### config.mk
export PLATFORM = sky130hd
export DESIGN_NAME = angle_to_pwm
export DESIGN_NICKNAME = d
export VERILOG_FILES = /design/src/verilog/angle_pkg.sv /design/src/verilog/angle_delta.sv /design/src/verilog/step_pacer.sv /design/src/verilog/motion_fsm.sv /design/src/verilog/duty_select.sv /design/src/verilog/angle_to_pwm.sv
export SDC_FILE = /design/constraint.sdc
export NUM_CORES = 1
export LEC_CHECK = 0
export BUFFER_PORTS_ARGS = -buffer_cell sky130_fd_sc_hd__buf_2
export CAP_MARGIN = 20
export CELL_PAD_IN_SITES_DETAIL_PLACEMENT = 0
export CELL_PAD_IN_SITES_GLOBAL_PLACEMENT = 1
export CORE_AREA = 2 2 109 111
export DETAILED_ROUTE_END_ITERATION = 8
export DIE_AREA = 0 0 111 113
export HOLD_SLACK_MARGIN = 0.03
export PLACE_DENSITY = 0.85
export SLEW_MARGIN = 20
export SYNTH_ARGS = -nofsm -noshare
export SYNTH_HDL_FRONTEND = slang
export SYNTH_SLANG_ARGS = --single-unit
### constraint.sdc
create_clock -name clock -period 10.4 [get_ports clock]
set_clock_uncertainty 0.15 [all_clocks]
set_input_delay 1.04 -clock clock [delete_from_list [all_inputs] [get_ports clock]]
set_output_delay 1.04 -clock clock [all_outputs]
set_load 0.005 [all_outputs]
### src/verilog/angle_pkg.sv
// Angle to PWM shared definitions
// Widths, sequencer states and bundled buses for the motion sequencer

`default_nettype none

package angle_pkg;

    // Position on the 4096 count encoder circle, also used for distances
    typedef logic [11:0] angle_t;

    // PWM high time out of 255
    typedef logic [7:0] duty_t;

    // Index into the acceleration profile
    typedef logic [3:0] step_t;

    // Acknowledgement count per profile step
    typedef logic [11:0] pace_t;  // Holds delay_target * 16

    localparam int PROFILE_STEPS = 16;

    // Profile table, entry 0 in the low byte
    typedef duty_t [PROFILE_STEPS-1:0] profile_t;

    // Sequencer states
    typedef enum logic [2:0] {
        IDLE     = 3'd0,  // Waiting for a request
        CALC     = 3'd1,  // Distance and direction being worked out
        ACCEL    = 3'd2,  // Walking up the profile
        CRUISE   = 3'd3,  // Fixed power
        DECEL    = 3'd4,  // Walking back down the profile
        SHUTDOWN = 3'd5   // Zero ratio, waiting for the PWM to take it
    } motion_state_e;

    // Configuration, held stable for the length of a move
    typedef struct packed {
        logic [7:0] delay_target;    // Acks per step, in units of 16
        duty_t      profile_offset;  // Added to every profile entry
        duty_t      cruise_power;    // Ratio during cruise
    } motion_cfg_t;

    // Command to the PWM block
    typedef struct packed {
        duty_t ratio;      // High time out of 255
        logic  direction;  // 1 turns in the positive direction
        logic  update;     // Level, high while a move is running
    } pwm_cmd_t;

endpackage

`default_nettype wire

### src/verilog/angle_delta.sv
// Shortest path calculation
// Picks the turning direction and distance from encoder angle to target

`timescale 1ns/1ps
`default_nettype none

module angle_delta
    import angle_pkg::*;
(
    input  wire          clock,
    input  wire          reset_n,
    input  wire          calc_en,        // Request from the sequencer
    input  wire angle_t  target_angle,
    input  wire angle_t  current_angle,  // Encoder reading
    output angle_t       delta,          // Shortest distance
    output logic         dir_shortest,   // 1 for positive direction
    output logic         delta_valid     // calc_en one cycle later
);

    localparam angle_t HALF_TURN = angle_t'(2048);

    angle_t diff;     // Forward distance, wraps modulo 4096
    logic   fwd_ok;   // Forward path no longer than half a turn

    assign diff   = target_angle - current_angle;
    assign fwd_ok = (diff <= HALF_TURN);

    // Results refreshed every clock
    always_ff @(posedge clock) begin
        dir_shortest <= fwd_ok;
        if (fwd_ok) begin
            delta <= diff;
        end else begin
            // Going backwards, 4096 - diff
            delta <= angle_t'(0) - diff;
        end
    end

    // Valid flag follows the enable
    always_ff @(posedge clock) begin
        if (!reset_n) begin
            delta_valid <= 1'b0;
        end else begin
            delta_valid <= calc_en;
        end
    end

endmodule

`default_nettype wire

### src/verilog/step_pacer.sv
// Profile step pacing
// Cleans the PWM acknowledgement into a rise pulse and counts
// acknowledgements against the programmed delay to time each step

`timescale 1ns/1ps
`default_nettype none

module step_pacer
    import angle_pkg::*;
(
    input  wire        clock,
    input  wire        reset_n,
    input  wire        pwm_done,      // PWM took a ratio
    input  wire        pace_en,       // Motor running
    input  wire [7:0]  delay_target,  // Acks per step, in units of 16
    output logic       step_tick,     // Advance the profile
    output logic       done_edge      // One pulse per acknowledgement
);

    logic  done_q;       // Previous pwm_done
    pace_t pace_cnt;     // Acks counted on this step
    pace_t pace_target;
    logic  cnt_hit;

    assign pace_target = {delay_target, 4'b0000};  // Times 16
    assign cnt_hit     = (pace_cnt == pace_target);

    // A level held over from the last ratio is not an acknowledgement
    always_ff @(posedge clock) begin
        if (!reset_n) begin
            done_q    <= 1'b0;
            done_edge <= 1'b0;
        end else begin
            done_q    <= pwm_done;
            done_edge <= pwm_done & ~done_q;  // Rise only
        end
    end

    always_ff @(posedge clock) begin
        if (!reset_n) begin
            pace_cnt <= '0;
        end else if (!pace_en) begin
            pace_cnt <= '0;  // Fresh count on every move
        end else if (done_edge) begin
            if (cnt_hit) begin
                pace_cnt <= '0;  // Step taken, start over
            end else begin
                pace_cnt <= pace_cnt + pace_t'(1);
            end
        end
    end

    // Zero delay makes every acknowledgement a step
    assign step_tick = pace_en & done_edge & cnt_hit;

endmodule

`default_nettype wire

### src/verilog/motion_fsm.sv
// Motion sequencer state machine
// Runs one move through calculate, accelerate, cruise, decelerate and
// shutdown, and owns the profile step, direction and update level

`timescale 1ns/1ps
`default_nettype none

module motion_fsm
    import angle_pkg::*;
#(
    parameter int unsigned TARGET_TOLERANCE = 5,   // Close enough to stop
    parameter int unsigned CRUISE_EXIT      = 10   // Distance to start braking
) (
    input  wire            clock,
    input  wire            reset_n,
    input  wire            angle_update,   // Move request strobe
    input  wire            abort_angle,    // Abort level
    input  wire angle_t    delta,          // Remaining distance
    input  wire            dir_shortest,
    input  wire            delta_valid,
    input  wire            step_tick,
    input  wire            done_edge,
    output logic           calc_en,
    output logic           pace_en,
    output motion_state_e  state,
    output step_t          step,           // Current profile entry
    output logic           direction,
    output logic           update,
    output logic           angle_done      // One cycle at end of move
);

    localparam angle_t TOL_LIMIT  = angle_t'(TARGET_TOLERANCE);
    localparam angle_t EXIT_LIMIT = angle_t'(CRUISE_EXIT);
    localparam step_t  LAST_STEP  = step_t'(PROFILE_STEPS - 1);

    motion_state_e next_state;
    logic          calc_go;    // Far enough away, start the move

    // Abort wins over the decision
    assign calc_go = (state == CALC) && !abort_angle && delta_valid &&
                     (delta > TOL_LIMIT);

    assign calc_en = (state == CALC);
    assign pace_en = (state == ACCEL) || (state == CRUISE) || (state == DECEL);

    always_comb begin
        next_state = state;  // Hold unless told otherwise
        case (state)
            IDLE: begin
                if (angle_update) begin
                    next_state = CALC;
                end
            end
            CALC: begin
                if (abort_angle) begin
                    next_state = IDLE;
                end else if (delta_valid) begin
                    // Already there, nothing to do
                    next_state = calc_go ? ACCEL : IDLE;
                end
            end
            ACCEL: begin
                if (abort_angle) begin
                    next_state = DECEL;  // Brake from where we are
                end else if (step_tick && (step == LAST_STEP)) begin
                    next_state = CRUISE;
                end
            end
            CRUISE: begin
                if (abort_angle || (delta < EXIT_LIMIT)) begin
                    next_state = DECEL;
                end
            end
            DECEL: begin
                if (delta < TOL_LIMIT) begin
                    next_state = SHUTDOWN;
                end
            end
            SHUTDOWN: begin
                // PWM acknowledged, motor off
                if (done_edge) begin
                    next_state = IDLE;
                end
            end
            default: begin
                next_state = IDLE;
            end
        endcase
    end

    always_ff @(posedge clock) begin
        if (!reset_n) begin
            state      <= IDLE;
            step       <= '0;
            direction  <= 1'b0;
            update     <= 1'b0;
            angle_done <= 1'b0;
        end else begin
            state      <= next_state;
            angle_done <= (state == SHUTDOWN) && (next_state == IDLE);

            // Update level spans the whole move
            if (next_state == IDLE) begin
                update <= 1'b0;
            end else if (calc_go) begin
                update <= 1'b1;
            end

            if (calc_go) begin
                direction <= dir_shortest;  // Latched for the move
            end

            case (state)
                IDLE, CALC: begin
                    step <= '0;  // Every move starts at the bottom
                end
                ACCEL: begin
                    // Top step is held into cruise
                    if (step_tick && !abort_angle && (step != LAST_STEP)) begin
                        step <= step + step_t'(1);
                    end
                end
                DECEL: begin
                    if (step_tick && (step != '0)) begin
                        step <= step - step_t'(1);  // Saturates at 0
                    end
                end
                default: begin
                    step <= step;  // Cruise and shutdown keep the step
                end
            endcase
        end
    end

endmodule

`default_nettype wire

### src/verilog/duty_select.sv
// PWM ratio selection
// Looks up the profile step, adds the offset and picks the ratio
// for the current state, registered

`timescale 1ns/1ps
`default_nettype none

module duty_select
    import angle_pkg::*;
(
    input  wire                 clock,
    input  wire                 reset_n,
    input  wire motion_state_e  state,
    input  wire step_t          step,
    input  wire profile_t       pwm_profile,  // Entry 0 in the low byte
    input  wire motion_cfg_t    cfg,
    output duty_t               ratio         // High time out of 255
);

    duty_t profile_entry;
    duty_t profile_duty;  // Entry plus offset
    duty_t ratio_next;

    assign profile_entry = pwm_profile[step];

    // Offset wraps past 255 by design
    assign profile_duty = profile_entry + cfg.profile_offset;

    always_comb begin
        case (state)
            ACCEL, DECEL: begin
                ratio_next = profile_duty;
            end
            CRUISE: begin
                ratio_next = cfg.cruise_power;
            end
            default: begin
                // Idle, calculation and shutdown keep the motor off
                ratio_next = '0;
            end
        endcase
    end

    always_ff @(posedge clock) begin
        if (!reset_n) begin
            ratio <= '0;
        end else begin
            ratio <= ratio_next;  // One cycle behind state and step
        end
    end

endmodule

`default_nettype wire

### src/verilog/angle_to_pwm.sv
// Angle to PWM motion sequencer top
// Shortest path, step pacing, sequencing FSM and ratio select,
// packed into a single command to the PWM

`timescale 1ns/1ps
`default_nettype none

module angle_to_pwm
    import angle_pkg::*;
#(
    parameter int unsigned TARGET_TOLERANCE = 5,
    parameter int unsigned CRUISE_EXIT      = 10
) (
    input  wire               clock,
    input  wire               reset_n,
    input  wire angle_t       target_angle,   // Where the wheel must go
    input  wire angle_t       current_angle,  // Encoder reading
    input  wire               angle_update,   // Start a move
    input  wire               abort_angle,    // Stop the move
    input  wire               pwm_done,       // PWM took the last ratio
    input  wire motion_cfg_t  cfg,
    input  wire profile_t     pwm_profile,
    output pwm_cmd_t          pwm_cmd,
    output logic              angle_done
);

    angle_t        delta;
    logic          dir_shortest;
    logic          delta_valid;
    logic          calc_en;
    logic          pace_en;
    logic          step_tick;
    logic          done_edge;
    motion_state_e state;
    step_t         step;
    logic          direction;
    logic          update;
    duty_t         ratio;

    angle_delta u_angle_delta (
        .clock         (clock),
        .reset_n       (reset_n),
        .calc_en       (calc_en),
        .target_angle  (target_angle),
        .current_angle (current_angle),
        .delta         (delta),
        .dir_shortest  (dir_shortest),
        .delta_valid   (delta_valid)
    );

    step_pacer u_step_pacer (
        .clock        (clock),
        .reset_n      (reset_n),
        .pwm_done     (pwm_done),
        .pace_en      (pace_en),
        .delay_target (cfg.delay_target),
        .step_tick    (step_tick),
        .done_edge    (done_edge)
    );

    motion_fsm #(
        .TARGET_TOLERANCE (TARGET_TOLERANCE),
        .CRUISE_EXIT      (CRUISE_EXIT)
    ) u_motion_fsm (
        .clock        (clock),
        .reset_n      (reset_n),
        .angle_update (angle_update),
        .abort_angle  (abort_angle),
        .delta        (delta),
        .dir_shortest (dir_shortest),
        .delta_valid  (delta_valid),
        .step_tick    (step_tick),
        .done_edge    (done_edge),
        .calc_en      (calc_en),
        .pace_en      (pace_en),
        .state        (state),
        .step         (step),
        .direction    (direction),
        .update       (update),
        .angle_done   (angle_done)
    );

    duty_select u_duty_select (
        .clock       (clock),
        .reset_n     (reset_n),
        .state       (state),
        .step        (step),
        .pwm_profile (pwm_profile),
        .cfg         (cfg),
        .ratio       (ratio)
    );

    // Command bundle to the PWM
    assign pwm_cmd = '{ratio: ratio, direction: direction, update: update};

endmodule

`default_nettype wire

==> results.cfg <==
[floorplanning]
die_w_um = 111
die_area_um2 = 12540
fp.dieH_um = 113
coreArea_um2 = 11270
rows = 39
initial_utilization_pct = 37.38
pin_count = 192

[synth]
synth_xor_area_share_pct = 8.670
synth_compound_area_share_pct = 15.14
muxShareOfSynthArea_pct = 23.04
synth_fa_ha_area_share_pct = 8.254
synthDistinctLibCells = 68
synth_edf_count = 0
synth_top_cell_by_area = dfxtp_1
synth-simple-area-share_pct = 17.52
yosys.area.top_type_share_pct = 21.85
synthTopCellsByCount = dfxtp_1, mux4_2, nor2_1
ys.flop_type = dfxtp_1
synth.avg_cell_area_um2 = 9.846
synthTopCellsByArea = dfxtp_1, mux4_2, ha_1
synth_top_family_by_area = multiplexers
syn_area_um2 = 4214
ys_seq_elements = 46
async_reset_ff_share_pct = 0
synth_cells = 428
yosysMostFrequentCell = dfxtp_1
yosysSeqAreaShare_pct = 21.85
synthesis.nets = 635
yosys_warnings = 0

[cts]
post-cts-setup-buffers = 0
clk_pin_slew_worst_paths_ps = 60
insertion_delay_ps = 280
cts_buffers = 5
cts_buffer_depth = 2
cts_tree = yes
cts_root_buf = clkbuf_16
post_cts_resized = 0
hold_buffers = 0
cts_sinks = 46
cts_max_level = 2

[finish]
drive_above_1_share_pct = 43.38
area_growth_pct = 27.67
diodes = 0
nets = 811
fin_util_pct = 47.73

[drt]
antenna_left = 0
routedWlPerCell_um = 16.16
vias = 3950
wl_um = 12070
drt_pre_antenna_iters = 4
drtIter0Drc = 230
drc = 0
vias_per_cell = 5.288

[place]
portBuffers = 191
gp_congestion = 0.9305
dp_hpwl_um = 10410
dp_slack_ps = 6405

[timing]
slew_headroom_pct = 33.31
fin_crit_sh_pct = 37.00
period_needed_ps = 3848
rsz0062_at_grt = false
setup_viol = 0
slew_violations = 0
setup_tns_ps = 0
setup_ws_ps = 6552
hold_viol_final = 0
worst_pin_slew_ps = 1000
fmax_ghz = 0.2599

[critical_path]
worstSetupPathType = register to register
crit_chain = buf_4 > mux4_2 > mux4_2 > ha_1 > a21o_1 > a21oi_1 > o21ai_0 > a2111oi_0 > nor3_1 > nor3_1 > nand3b_1
cp_slowest_stage_delay_ps = 590
crit_fanout = 38
crit_arrival_ps = 3920
critPathLaunchType = register
r2r_slack_ps = 6550
end_kind = register
worst_ep_required_time_ps = 10470
critPathBufInv = 1
crit_family = multiplexers
crit_slowest_cell = mux4_2

[power]
p_leak_nw = 2.343
power_density_nw_per_um2 = 97.76
p_clk_share_pct = 28.0
intPower_mw = 0.3746
vdd_drop_max_v = 0.00009449
pwr-share-comb_pct = 33.1
sequentialPowerShare_pct = 38.9
netSwitchingPower_mw = 0.1514
netSwitchingFraction_pct = 28.78

[hold_path]
min_path_type = register to register

[global_route]
track_usage_pct = 19.46
antenna_found_initial = 0
grt_pass1_wl_um = 19870
grt_start_max_net_pins = 39
grt_pass1_vias = 3987
grt_overflow = 0

[run]
drv_cap = 0

[status]
status = completed
## cell type report
class	instances	area [um2]
clock buffer	5	125.1
sequential	46	922.1
inverter	28	105.1
clock inverter	2	10.01
multi-input combinational	329	3060
timing repair buffer	194	978.4
fill	1101	5892
tap	143	178.9
## state kept, by name (all words and copies together) (netlist names)
| signal | flops |
|---|---|
| u_motion_fsm.update | 1 |
| u_angle_delta.delta | 12 |
| u_motion_fsm.step | 4 |
| u_angle_delta.dir_shortest | 1 |
| u_duty_select.ratio | 8 |
| u_motion_fsm.direction | 1 |
| u_angle_delta.delta_valid | 1 |
| u_motion_fsm.angle_done | 1 |
| u_motion_fsm.state | 3 |
| u_step_pacer.pace_cnt | 12 |
| u_step_pacer.done_edge | 1 |
| u_step_pacer.done_q | 1 |
## layout by cell type, fill, tap and decap left out, types with 4 or more instances in the layout
master     count
and3_1         5
xnor2_1       17
o21ai_0       11
nor2_1        35
a21oi_1       18
ha_1          23
nor3_1        14
mux2i_1        4
o21a_1         4
nor4_1         5
nand4_1        6
a22oi_1        6
buf_2        191
dfxtp_1       45
clkbuf_16      5
nand2b_1       4
nand2_1       18
inv_1         28
xor2_1        21
nor2b_1       15
a21boi_0       6
mux4_2        40
nand3b_1       6
and2_1         5
nand3_1        7
## worst paths after layout
| kind | from | to | cells after the start |
|---|---|---|---|
| setup / recovery | u_motion_fsm.step[0]$_SDFFE_PN0P_ | u_duty_select.ratio[7]$_SDFF_PN0_ | 11 |
| hold / removal | u_step_pacer.done_q$_SDFF_PN0_ | u_step_pacer.done_edge$_SDFF_PN0_ | 1 |
| setup reg to reg | u_motion_fsm.step[0]$_SDFFE_PN0P_ | u_duty_select.ratio[7]$_SDFF_PN0_ | 11 |
| hold reg to reg | u_step_pacer.done_q$_SDFF_PN0_ | u_step_pacer.done_edge$_SDFF_PN0_ | 1 |
## per-layer routing
metal | up-vias | routed length, um | track usage, %
met3 | 18 | 872 | 4.392
met5 | - | 0 | 0
met4 | 0 | 158 | 4.417
li1 | 1935 | - | -
met2 | 126 | 5523 | 31.82
met1 | 1871 | 5515 | 26.52
## through the flow
stage | std cells | area [um2] | total power [mW] | hold WS [ps]
global placement | 740 | 5245 | 0.3782 | 227.2
global route | 747 | 5380 | 0.5591 | 249.0
CTS | 747 | 5380 | 0.5323 | 242.2
finish | 747 | 5380 | 0.5260 | 238.9
detailed placement | 740 | 5245 | 0.3835 | 235.2
floorplan | 428 | 4214 | 0.3262 | 217.4
## power by group through the flow
stage | clock, mW | sequential (mW) | combinational [mW]
floorplan | 0 | 0.205 | 0.121
finish | 0.147 | 0.204 | 0.174
global route | 0.159 | 0.207 | 0.193
detailed placement | 0 | 0.209 | 0.175
CTS | 0.152 | 0.205 | 0.176
global placement | 0 | 0.208 | 0.171
## logic make-up after synthesis
group | Yosys count
xor+xnor | 40
mux | 46
flops | 46
buf+inv | 53
fa+ha+maj | 26
compound gates | 81
simple gates | 136
Power figures use the tool's default switching activity.
